[src/rtl/feature_pkg.sv]
package feature_pkg;

	// feature word and bank geometry.
	localparam int DATA_W     = 16;
	localparam int ADDR_W     = 7;
	localparam int BANK_DEPTH = 128;

	// sweep pattern of taps within a channel.
	localparam int TAP_COUNT  = 3;
	localparam int TAP_STRIDE = 2;

	// channels within a window.
	localparam int CHAN_COUNT = 2;
	localparam int CHAN_STEP  = 1;

	// windows within one sweep.
	localparam int WIN_STEP   = 5;
	localparam int WIN_COUNT  = 16;

	// counter widths for the sweep.
	localparam int TAP_W  = $clog2(TAP_COUNT);
	localparam int CHAN_W = (CHAN_COUNT > 1) ? $clog2(CHAN_COUNT) : 1;
	localparam int WIN_W  = $clog2(WIN_COUNT);

	// address in to data out of a feature bank.
	localparam int RD_LATENCY = 3;

endpackage

[src/rtl/dual_port_ram.sv]
`timescale 1ns/1ps

module dual_port_ram (
	input  logic                             clk,
	input  logic                             i_we,
	input  logic [feature_pkg::ADDR_W-1:0]   i_waddr,
	input  logic [feature_pkg::DATA_W-1:0]   i_wdata,
	input  logic [feature_pkg::ADDR_W-1:0]   i_raddr,
	output logic [feature_pkg::DATA_W-1:0]   o_rdata
);

	logic [feature_pkg::DATA_W-1:0] mem [feature_pkg::BANK_DEPTH];

	// write port.
	always_ff @(posedge clk) begin
		if (i_we) begin
			mem[i_waddr] <= i_wdata;
		end
	end

	// the read port registers on every edge.
	always_ff @(posedge clk) begin
		o_rdata <= mem[i_raddr];
	end

endmodule

[src/rtl/feature_bank.sv]
`timescale 1ns/1ps

module feature_bank (
	input  logic                             clk,
	input  logic                             i_we,
	input  logic [feature_pkg::ADDR_W-1:0]   i_waddr,
	input  logic [feature_pkg::DATA_W-1:0]   i_wdata,
	input  logic [feature_pkg::ADDR_W-1:0]   i_raddr,
	output logic [feature_pkg::DATA_W-1:0]   o_rdata
);

	logic [feature_pkg::ADDR_W-1:0] raddr_q;
	logic [feature_pkg::DATA_W-1:0] ram_rdata;
	logic [feature_pkg::DATA_W-1:0] rdata_q;

	// first stage registers the read address.
	always_ff @(posedge clk) begin
		raddr_q <= i_raddr;
	end

	// second stage is the ram's own output register.
	dual_port_ram u_dual_port_ram (
		.clk     (clk),
		.i_we    (i_we),
		.i_waddr (i_waddr),
		.i_wdata (i_wdata),
		.i_raddr (raddr_q),
		.o_rdata (ram_rdata)
	);

	// third stage.
	always_ff @(posedge clk) begin
		rdata_q <= ram_rdata;
	end

	assign o_rdata = rdata_q;

endmodule

[src/rtl/window_addr_gen.sv]
`timescale 1ns/1ps

module window_addr_gen (
	input  logic                             clk,
	input  logic                             i_reset,
	input  logic                             i_start,
	output logic [feature_pkg::ADDR_W-1:0]   o_raddr,
	output logic                             o_rd_en,
	output logic                             o_last
);

	localparam int AW = feature_pkg::ADDR_W;

	logic [feature_pkg::TAP_W-1:0]  tap_q;
	logic [feature_pkg::CHAN_W-1:0] chan_q;
	logic [feature_pkg::WIN_W-1:0]  win_q;
	logic [AW-1:0]                  base_q;
	logic [AW-1:0]                  offset_q;
	logic                           tap_end;
	logic                           chan_end;
	logic                           win_end;

	assign tap_end  = (tap_q == feature_pkg::TAP_W'(feature_pkg::TAP_COUNT - 1));
	assign chan_end = (chan_q == feature_pkg::CHAN_W'(feature_pkg::CHAN_COUNT - 1));
	assign win_end  = (win_q == feature_pkg::WIN_W'(feature_pkg::WIN_COUNT - 1));

	// counters always describe the address currently on o_raddr.
	assign o_last = o_rd_en & tap_end & chan_end & win_end;

	always_ff @(posedge clk) begin
		if (i_reset) begin
			o_rd_en  <= 1'b0;
			o_raddr  <= '0;
			tap_q    <= '0;
			chan_q   <= '0;
			win_q    <= '0;
			base_q   <= '0;
			offset_q <= '0;
		end else if (!o_rd_en) begin
			if (i_start) begin
				o_rd_en  <= 1'b1;
				o_raddr  <= '0;
				tap_q    <= '0;
				chan_q   <= '0;
				win_q    <= '0;
				base_q   <= '0;
				offset_q <= '0;
			end
		end else if (!tap_end) begin
			// next tap in the same channel.
			tap_q    <= tap_q + 1'b1;
			offset_q <= offset_q + AW'(feature_pkg::TAP_STRIDE);
			o_raddr  <= base_q + offset_q + AW'(feature_pkg::TAP_STRIDE);
		end else if (!chan_end) begin
			// next channel.
			tap_q    <= '0;
			chan_q   <= chan_q + 1'b1;
			offset_q <= '0;
			base_q   <= base_q + AW'(feature_pkg::CHAN_STEP);
			o_raddr  <= base_q + AW'(feature_pkg::CHAN_STEP);
		end else begin
			// next window, or the end of the sweep.
			tap_q    <= '0;
			chan_q   <= '0;
			win_q    <= win_end ? '0 : win_q + 1'b1;
			offset_q <= '0;
			base_q   <= base_q + AW'(feature_pkg::WIN_STEP);
			o_raddr  <= base_q + AW'(feature_pkg::WIN_STEP);
			if (win_end) begin
				o_rd_en <= 1'b0;
			end
		end
	end

endmodule

[src/rtl/ddr_load_counter.sv]
`timescale 1ns/1ps

module ddr_load_counter (
	input  logic                             clk,
	input  logic                             i_reset,
	input  logic                             i_ddr_valid,
	output logic [feature_pkg::ADDR_W-1:0]   o_waddr
);

	localparam logic [feature_pkg::ADDR_W-1:0] LAST_ADDR =
		feature_pkg::ADDR_W'(feature_pkg::BANK_DEPTH - 1);

	logic [feature_pkg::ADDR_W-1:0] waddr_q;

	// one step per ddr word, wrapping at the end of the bank.
	always_ff @(posedge clk) begin
		if (i_reset) begin
			waddr_q <= '0;
		end else if (i_ddr_valid) begin
			if (waddr_q == LAST_ADDR) begin
				waddr_q <= '0;
			end else begin
				waddr_q <= waddr_q + 1'b1;
			end
		end
	end

	assign o_waddr = waddr_q;

endmodule

[src/rtl/stream_buffer.sv]
`timescale 1ns/1ps

module stream_buffer (
	input  logic                             clk,
	input  logic                             i_reset,
	input  logic                             i_start,
	input  logic                             i_wen0,
	input  logic [feature_pkg::ADDR_W-1:0]   i_waddr0,
	input  logic [feature_pkg::DATA_W-1:0]   i_ddr,
	input  logic                             i_wen1,
	input  logic [feature_pkg::ADDR_W-1:0]   i_waddr1,
	input  logic [feature_pkg::DATA_W-1:0]   i_pool,
	input  logic [feature_pkg::DATA_W-1:0]   i_eltwise,
	input  logic                             i_eltwise_sel,
	output logic [feature_pkg::DATA_W-1:0]   o_feature_0,
	output logic [feature_pkg::DATA_W-1:0]   o_feature_1,
	output logic                             o_feature_valid,
	output logic                             o_done,
	output logic                             o_busy
);

	localparam int LAT = feature_pkg::RD_LATENCY;

	logic [feature_pkg::ADDR_W-1:0] rd_addr;
	logic                           rd_en;
	logic                           rd_last;
	logic                           start_ok;
	logic                           busy_q;
	logic [feature_pkg::DATA_W-1:0] b1_wdata;

	// bit 0 carries the read enable and bit 1 the last flag.
	logic [1:0] align_q [LAT];

	// a start is taken only while no sweep is in flight.
	assign start_ok = i_start & ~busy_q;

	window_addr_gen u_window_addr_gen (
		.clk     (clk),
		.i_reset (i_reset),
		.i_start (start_ok),
		.o_raddr (rd_addr),
		.o_rd_en (rd_en),
		.o_last  (rd_last)
	);

	feature_bank u_bank0 (
		.clk     (clk),
		.i_we    (i_wen0),
		.i_waddr (i_waddr0),
		.i_wdata (i_ddr),
		.i_raddr (rd_addr),
		.o_rdata (o_feature_0)
	);

	// bank 1 takes either the pooling or the element-wise result.
	assign b1_wdata = i_eltwise_sel ? i_eltwise : i_pool;

	feature_bank u_bank1 (
		.clk     (clk),
		.i_we    (i_wen1),
		.i_waddr (i_waddr1),
		.i_wdata (b1_wdata),
		.i_raddr (rd_addr),
		.o_rdata (o_feature_1)
	);

	// delay enable and last to line up with the bank outputs.
	always_ff @(posedge clk) begin
		if (i_reset) begin
			for (int i = 0; i < LAT; i++) begin
				align_q[i] <= 2'b00;
			end
		end else begin
			align_q[0] <= {rd_last, rd_en};
			for (int i = 1; i < LAT; i++) begin
				align_q[i] <= align_q[i-1];
			end
		end
	end

	assign o_feature_valid = align_q[LAT-1][0];
	assign o_done          = align_q[LAT-1][1];

	// busy covers the sweep up to and including the done cycle.
	always_ff @(posedge clk) begin
		if (i_reset) begin
			busy_q <= 1'b0;
		end else if (start_ok) begin
			busy_q <= 1'b1;
		end else if (o_done) begin
			busy_q <= 1'b0;
		end
	end

	assign o_busy = busy_q;

endmodule

[src/rtl/feature_stream_top.sv]
`timescale 1ns/1ps

module feature_stream_top (
	input  logic                             clk,
	input  logic                             i_reset,
	input  logic                             i_ddr_valid,
	input  logic [feature_pkg::DATA_W-1:0]   i_ddr,
	input  logic                             i_wen1,
	input  logic [feature_pkg::ADDR_W-1:0]   i_waddr,
	input  logic [feature_pkg::DATA_W-1:0]   i_pool,
	input  logic [feature_pkg::DATA_W-1:0]   i_eltwise,
	input  logic                             i_eltwise_sel,
	input  logic                             i_start,
	output logic [feature_pkg::DATA_W-1:0]   o_feature_0,
	output logic [feature_pkg::DATA_W-1:0]   o_feature_1,
	output logic                             o_feature_valid,
	output logic                             o_done,
	output logic                             o_busy
);

	logic [feature_pkg::ADDR_W-1:0] ddr_waddr;

	// bank 0 write pointer.
	ddr_load_counter u_ddr_load_counter (
		.clk         (clk),
		.i_reset     (i_reset),
		.i_ddr_valid (i_ddr_valid),
		.o_waddr     (ddr_waddr)
	);

	stream_buffer u_stream_buffer (
		.clk             (clk),
		.i_reset         (i_reset),
		.i_start         (i_start),
		.i_wen0          (i_ddr_valid),
		.i_waddr0        (ddr_waddr),
		.i_ddr           (i_ddr),
		.i_wen1          (i_wen1),
		.i_waddr1        (i_waddr),
		.i_pool          (i_pool),
		.i_eltwise       (i_eltwise),
		.i_eltwise_sel   (i_eltwise_sel),
		.o_feature_0     (o_feature_0),
		.o_feature_1     (o_feature_1),
		.o_feature_valid (o_feature_valid),
		.o_done          (o_done),
		.o_busy          (o_busy)
	);

endmodule

[config.mk]
export PLATFORM = sky130hd
export DESIGN_NAME = feature_stream_top
export DESIGN_NICKNAME = d
export VERILOG_FILES = /design/src/rtl/feature_pkg.sv /design/src/rtl/dual_port_ram.sv /design/src/rtl/feature_bank.sv /design/src/rtl/window_addr_gen.sv /design/src/rtl/ddr_load_counter.sv /design/src/rtl/stream_buffer.sv /design/src/rtl/feature_stream_top.sv
export SDC_FILE = /design/constraint.sdc
export NUM_CORES = 2
export LEC_CHECK = 0
export ABC_AREA = 1
export BUFFER_PORTS_ARGS = -buffer_cell sky130_fd_sc_hd__buf_4
export CAP_MARGIN = 0
export CORE_MARGIN = 5
export CORE_UTILIZATION = 45
export DETAILED_ROUTE_END_ITERATION = 16
export PLACE_DENSITY = 0.57
export SKIP_CTS_REPAIR_TIMING = 1
export SYNTH_ARGS = -nofsm -noshare
export SYNTH_HDL_FRONTEND = slang
export SYNTH_MEMORY_MAX_BITS = 65536
export SYNTH_SLANG_ARGS = --single-unit
[constraint.sdc]
create_clock -name clk -period 6.62 [get_ports clk]
set_clock_uncertainty 0.2 [all_clocks]
set_input_delay 1.986 -clock clk [delete_from_list [all_inputs] [get_ports clk]]
set_output_delay 1.986 -clock clk [all_outputs]
set_load 0.005 [all_outputs]
==> flow_summary.json <==
{
  "p_leak_nw": 65.1,
  "synth_seq_area_share": 0.743,
  "rsz0062_at_grt": "false",
  "antenna_found_initial": 32,
  "cp-end-kind": "register",
  "cts-buffers-inserted": 431,
  "die_area_um2": 387000,
  "slew_headroom": 0.117,
  "setup_ws_ps": 2440,
  "hold_class": "reg -> reg",
  "synth_edf_count": 4096,
  "cts_root_buffer": "clkbuf_16",
  "drc_errors": 0,
  "ant_nets": 0,
  "dp_cells": 18400,
  "syn_inst": 13900,
  "setup_viol": 0,
  "grt_max_degree": 188,
  "worstPathArrival_ps": 4540,
  "area_delta_synth_final_pct": 11.7,
  "worstPathCellList": "buf_4, inv_1, nor2_1, nand3_2, nor2_1",
  "crit_path_top_delay_cell": "nor2_1",
  "syn_area_um2": 169000,
  "design_area_um2": 188000,
  "vias": 107000,
  "finalCriticalPeriod_ps": 4180,
  "path_class": "in -> reg",
  "drt_iter0_drc": 12500,
  "ys_seq_elements": 4209,
  "io_buffers": 95,
  "ys_types": 45,
  "crit_required_ps": 6990,
  "cts_tree": "yes",
  "pre_cts_slack_ps": 1530,
  "register_area_um2": 125000,
  "worstMarginPinSlew_ps": 1320,
  "placed_cell_area_um2": 174000,
  "power_density_nw_per_um2": 302,
  "via_per_inst": 5.58,
  "clk_path_buf_depth": 4,
  "finalHoldViolations": 0,
  "post-dp-hpwl_um": 265000,
  "rows": 224,
  "crit_fanout": 16,
  "slew_violations": 0,
  "core-area_um2": 373000,
  "insertion_delay_ps": 980,
  "fin_util": 0.505,
  "max_freq_mhz": 239,
  "post-route-period-util": 0.631,
  "grt.total_usage": 0.234,
  "grt_pass1_wl_um": 683000,
  "drive_above_1_share": 0.0800,
  "p_total_mw": 56.8,
  "yosysWarnings": 0,
  "layout_common_cells": "4210 x nand2_1, 4096 x edfxtp_1, 4049 x nand3_1, 438 x clkbuf_16, 426 x buf_4",
  "start_util": 0.452,
  "critPathLaunchType": "input pin",
  "avgRoutedWirePerCell_um": 24.3,
  "grt_overflow": 0,
  "avgSynthCellArea_um2": 12.1,
  "hold_start": "u_stream_buffer.u_bank1.u_dual_port_ram.o_rdata[6]",
  "multi_input_area_um2": 38300,
  "grt_pass1_vias": 99400,
  "postRouteWirelength_um": 468000,
  "instances_no_fill": 19200,
  "htreeDepth": 5,
  "critPathMaxStageDelay_ps": 1290,
  "fp.dieH_um": 622,
  "whs_ps": 126,
  "dr.pass1.iters": 8,
  "final_common_cell": "nand2_1",
  "drv_cap": 0,
  "postSynthNetCount": 14000,
  "status": "complete, no violations",
  "numClockSinks": 4209,
  "synth.top_cells.by_area": "edfxtp_1 73%, nand3_1 12%, nand2_1 9.4%, buf_2 1.6%, dfxtp_1 1.3%",
  "die_w_um": 622,
  "fin_nets": 14000,
  "synth_top_area_cell": "edfxtp_1",
  "cp-startpoint": "i_ddr_valid",
  "crit_top_cell": "nor2_1",
  "fin_tns_setup_ps": 0,
  "synth.top_cell.area_share": 0.730,
  "clkTransAtPathRegs_ps": 60,
  "timing.rr.start": "u_ddr_load_counter.o_waddr[3]",
  "ioPinCount": 96,
  "peakVddDrop_v": 0.000244,
  "dominantRegCellSynth": "edfxtp_1",
  "synthArstFlopShare": 0,
  "nFillCells": 32200,
  "gp_congestion": 0.845
}
where the power goes:
group | switching, mW | total, mW | internal [mW]
Clock | 10.1 | 23.8 | 13.7
Sequential | 0.124 | 29.6 | 29.5
Combinational | 2.62 | 3.43 | 0.809
state kept, by name, summed over array words and instances (netlist names), 2 cells and up:
register	cells
u_stream_buffer.u_bank0.o_rdata	16
u_stream_buffer.u_window_addr_gen.win_q	4
u_stream_buffer.align_q	6
u_stream_buffer.u_window_addr_gen.base_q	7
u_ddr_load_counter.o_waddr	7
u_stream_buffer.u_window_addr_gen.offset_q	6
u_stream_buffer.u_bank0.u_dual_port_ram.o_rdata	16
u_stream_buffer.u_bank0.raddr_q	7
u_stream_buffer.u_window_addr_gen.tap_q	2
u_stream_buffer.u_bank0.u_dual_port_ram.mem	2048
u_stream_buffer.u_window_addr_gen.o_raddr	7
u_stream_buffer.u_bank1.u_dual_port_ram.o_rdata	16
u_stream_buffer.u_bank1.o_rdata	16
u_stream_buffer.u_bank1.u_dual_port_ram.mem	2048
cells in the mapped netlist (2+ instances only):
library cell     n
edfxtp_1      4096
buf_4          120
dfxtp_1        113
nor2_1         293
a221oi_1         2
inv_1           64
clkbuf_1       143
or2_2            3
inv_4            2
inv_2            4
a31oi_1          5
nor4_1           2
buf_6           32
nor3_1          16
a21oi_1         28
xnor2_1          3
o21ai_0         13
ha_1            15
mux2_2          16
buf_12           2
nand3_1       4050
nand4_1          3
buf_2          527
nand2_1       4216
buf_1           98
clkinv_1         2
worst max-delay path, delay by kind of cell:
kind                   cells  cell delay [ps]
and+or+nand+nor            3             2340
buffers and inverters      2              200
path summary, 6_finish.rpt:
path | end | cells after the start | slack (ps)
worst min-delay path | u_stream_buffer.u_bank1.o_rdata[6] | 0 | 130
worst min register to register | u_stream_buffer.u_bank1.o_rdata[6] | 0 | 130
worst max-delay path | register | 5 | 2440
worst max register to register | u_stream_buffer.u_bank0.u_dual_port_ram.mem[9][6] | 5 | 2890
logic make-up after synthesis:
family | Yosys count | share of synthesized area
buf+inv | 995 | 0.0305
other cells | 1 | 0.0000223
fa+ha+maj | 16 | 0.00123
mux | 16 | 0.00107
flops | 4209 | 0.743
compound gates | 60 | 0.00206
xor+xnor | 4 | 0.000208
simple gates | 8586 | 0.222
layer usage:
| metal | track usage | wire [um] |
|---|---|---|
| met4 | 0.0682 | 13800 |
| met1 | 0.354 | 208000 |
| met5 | 0 | 12 |
| met3 | 0.0342 | 36800 |
| met2 | 0.353 | 210000 |
area by class of cell:
type                            count  area share
Multi-Input combinational cell   8683       0.204
Tap cell                         4972      0.0330
Clock buffer                      562      0.0614
Inverter                           72     0.00171
Antenna cell                       23    0.000306
Clock inverter                    227      0.0115
Sequential cell                  4209       0.666
Timing Repair Buffer              482      0.0229
Power figures use the tool's default switching activity.
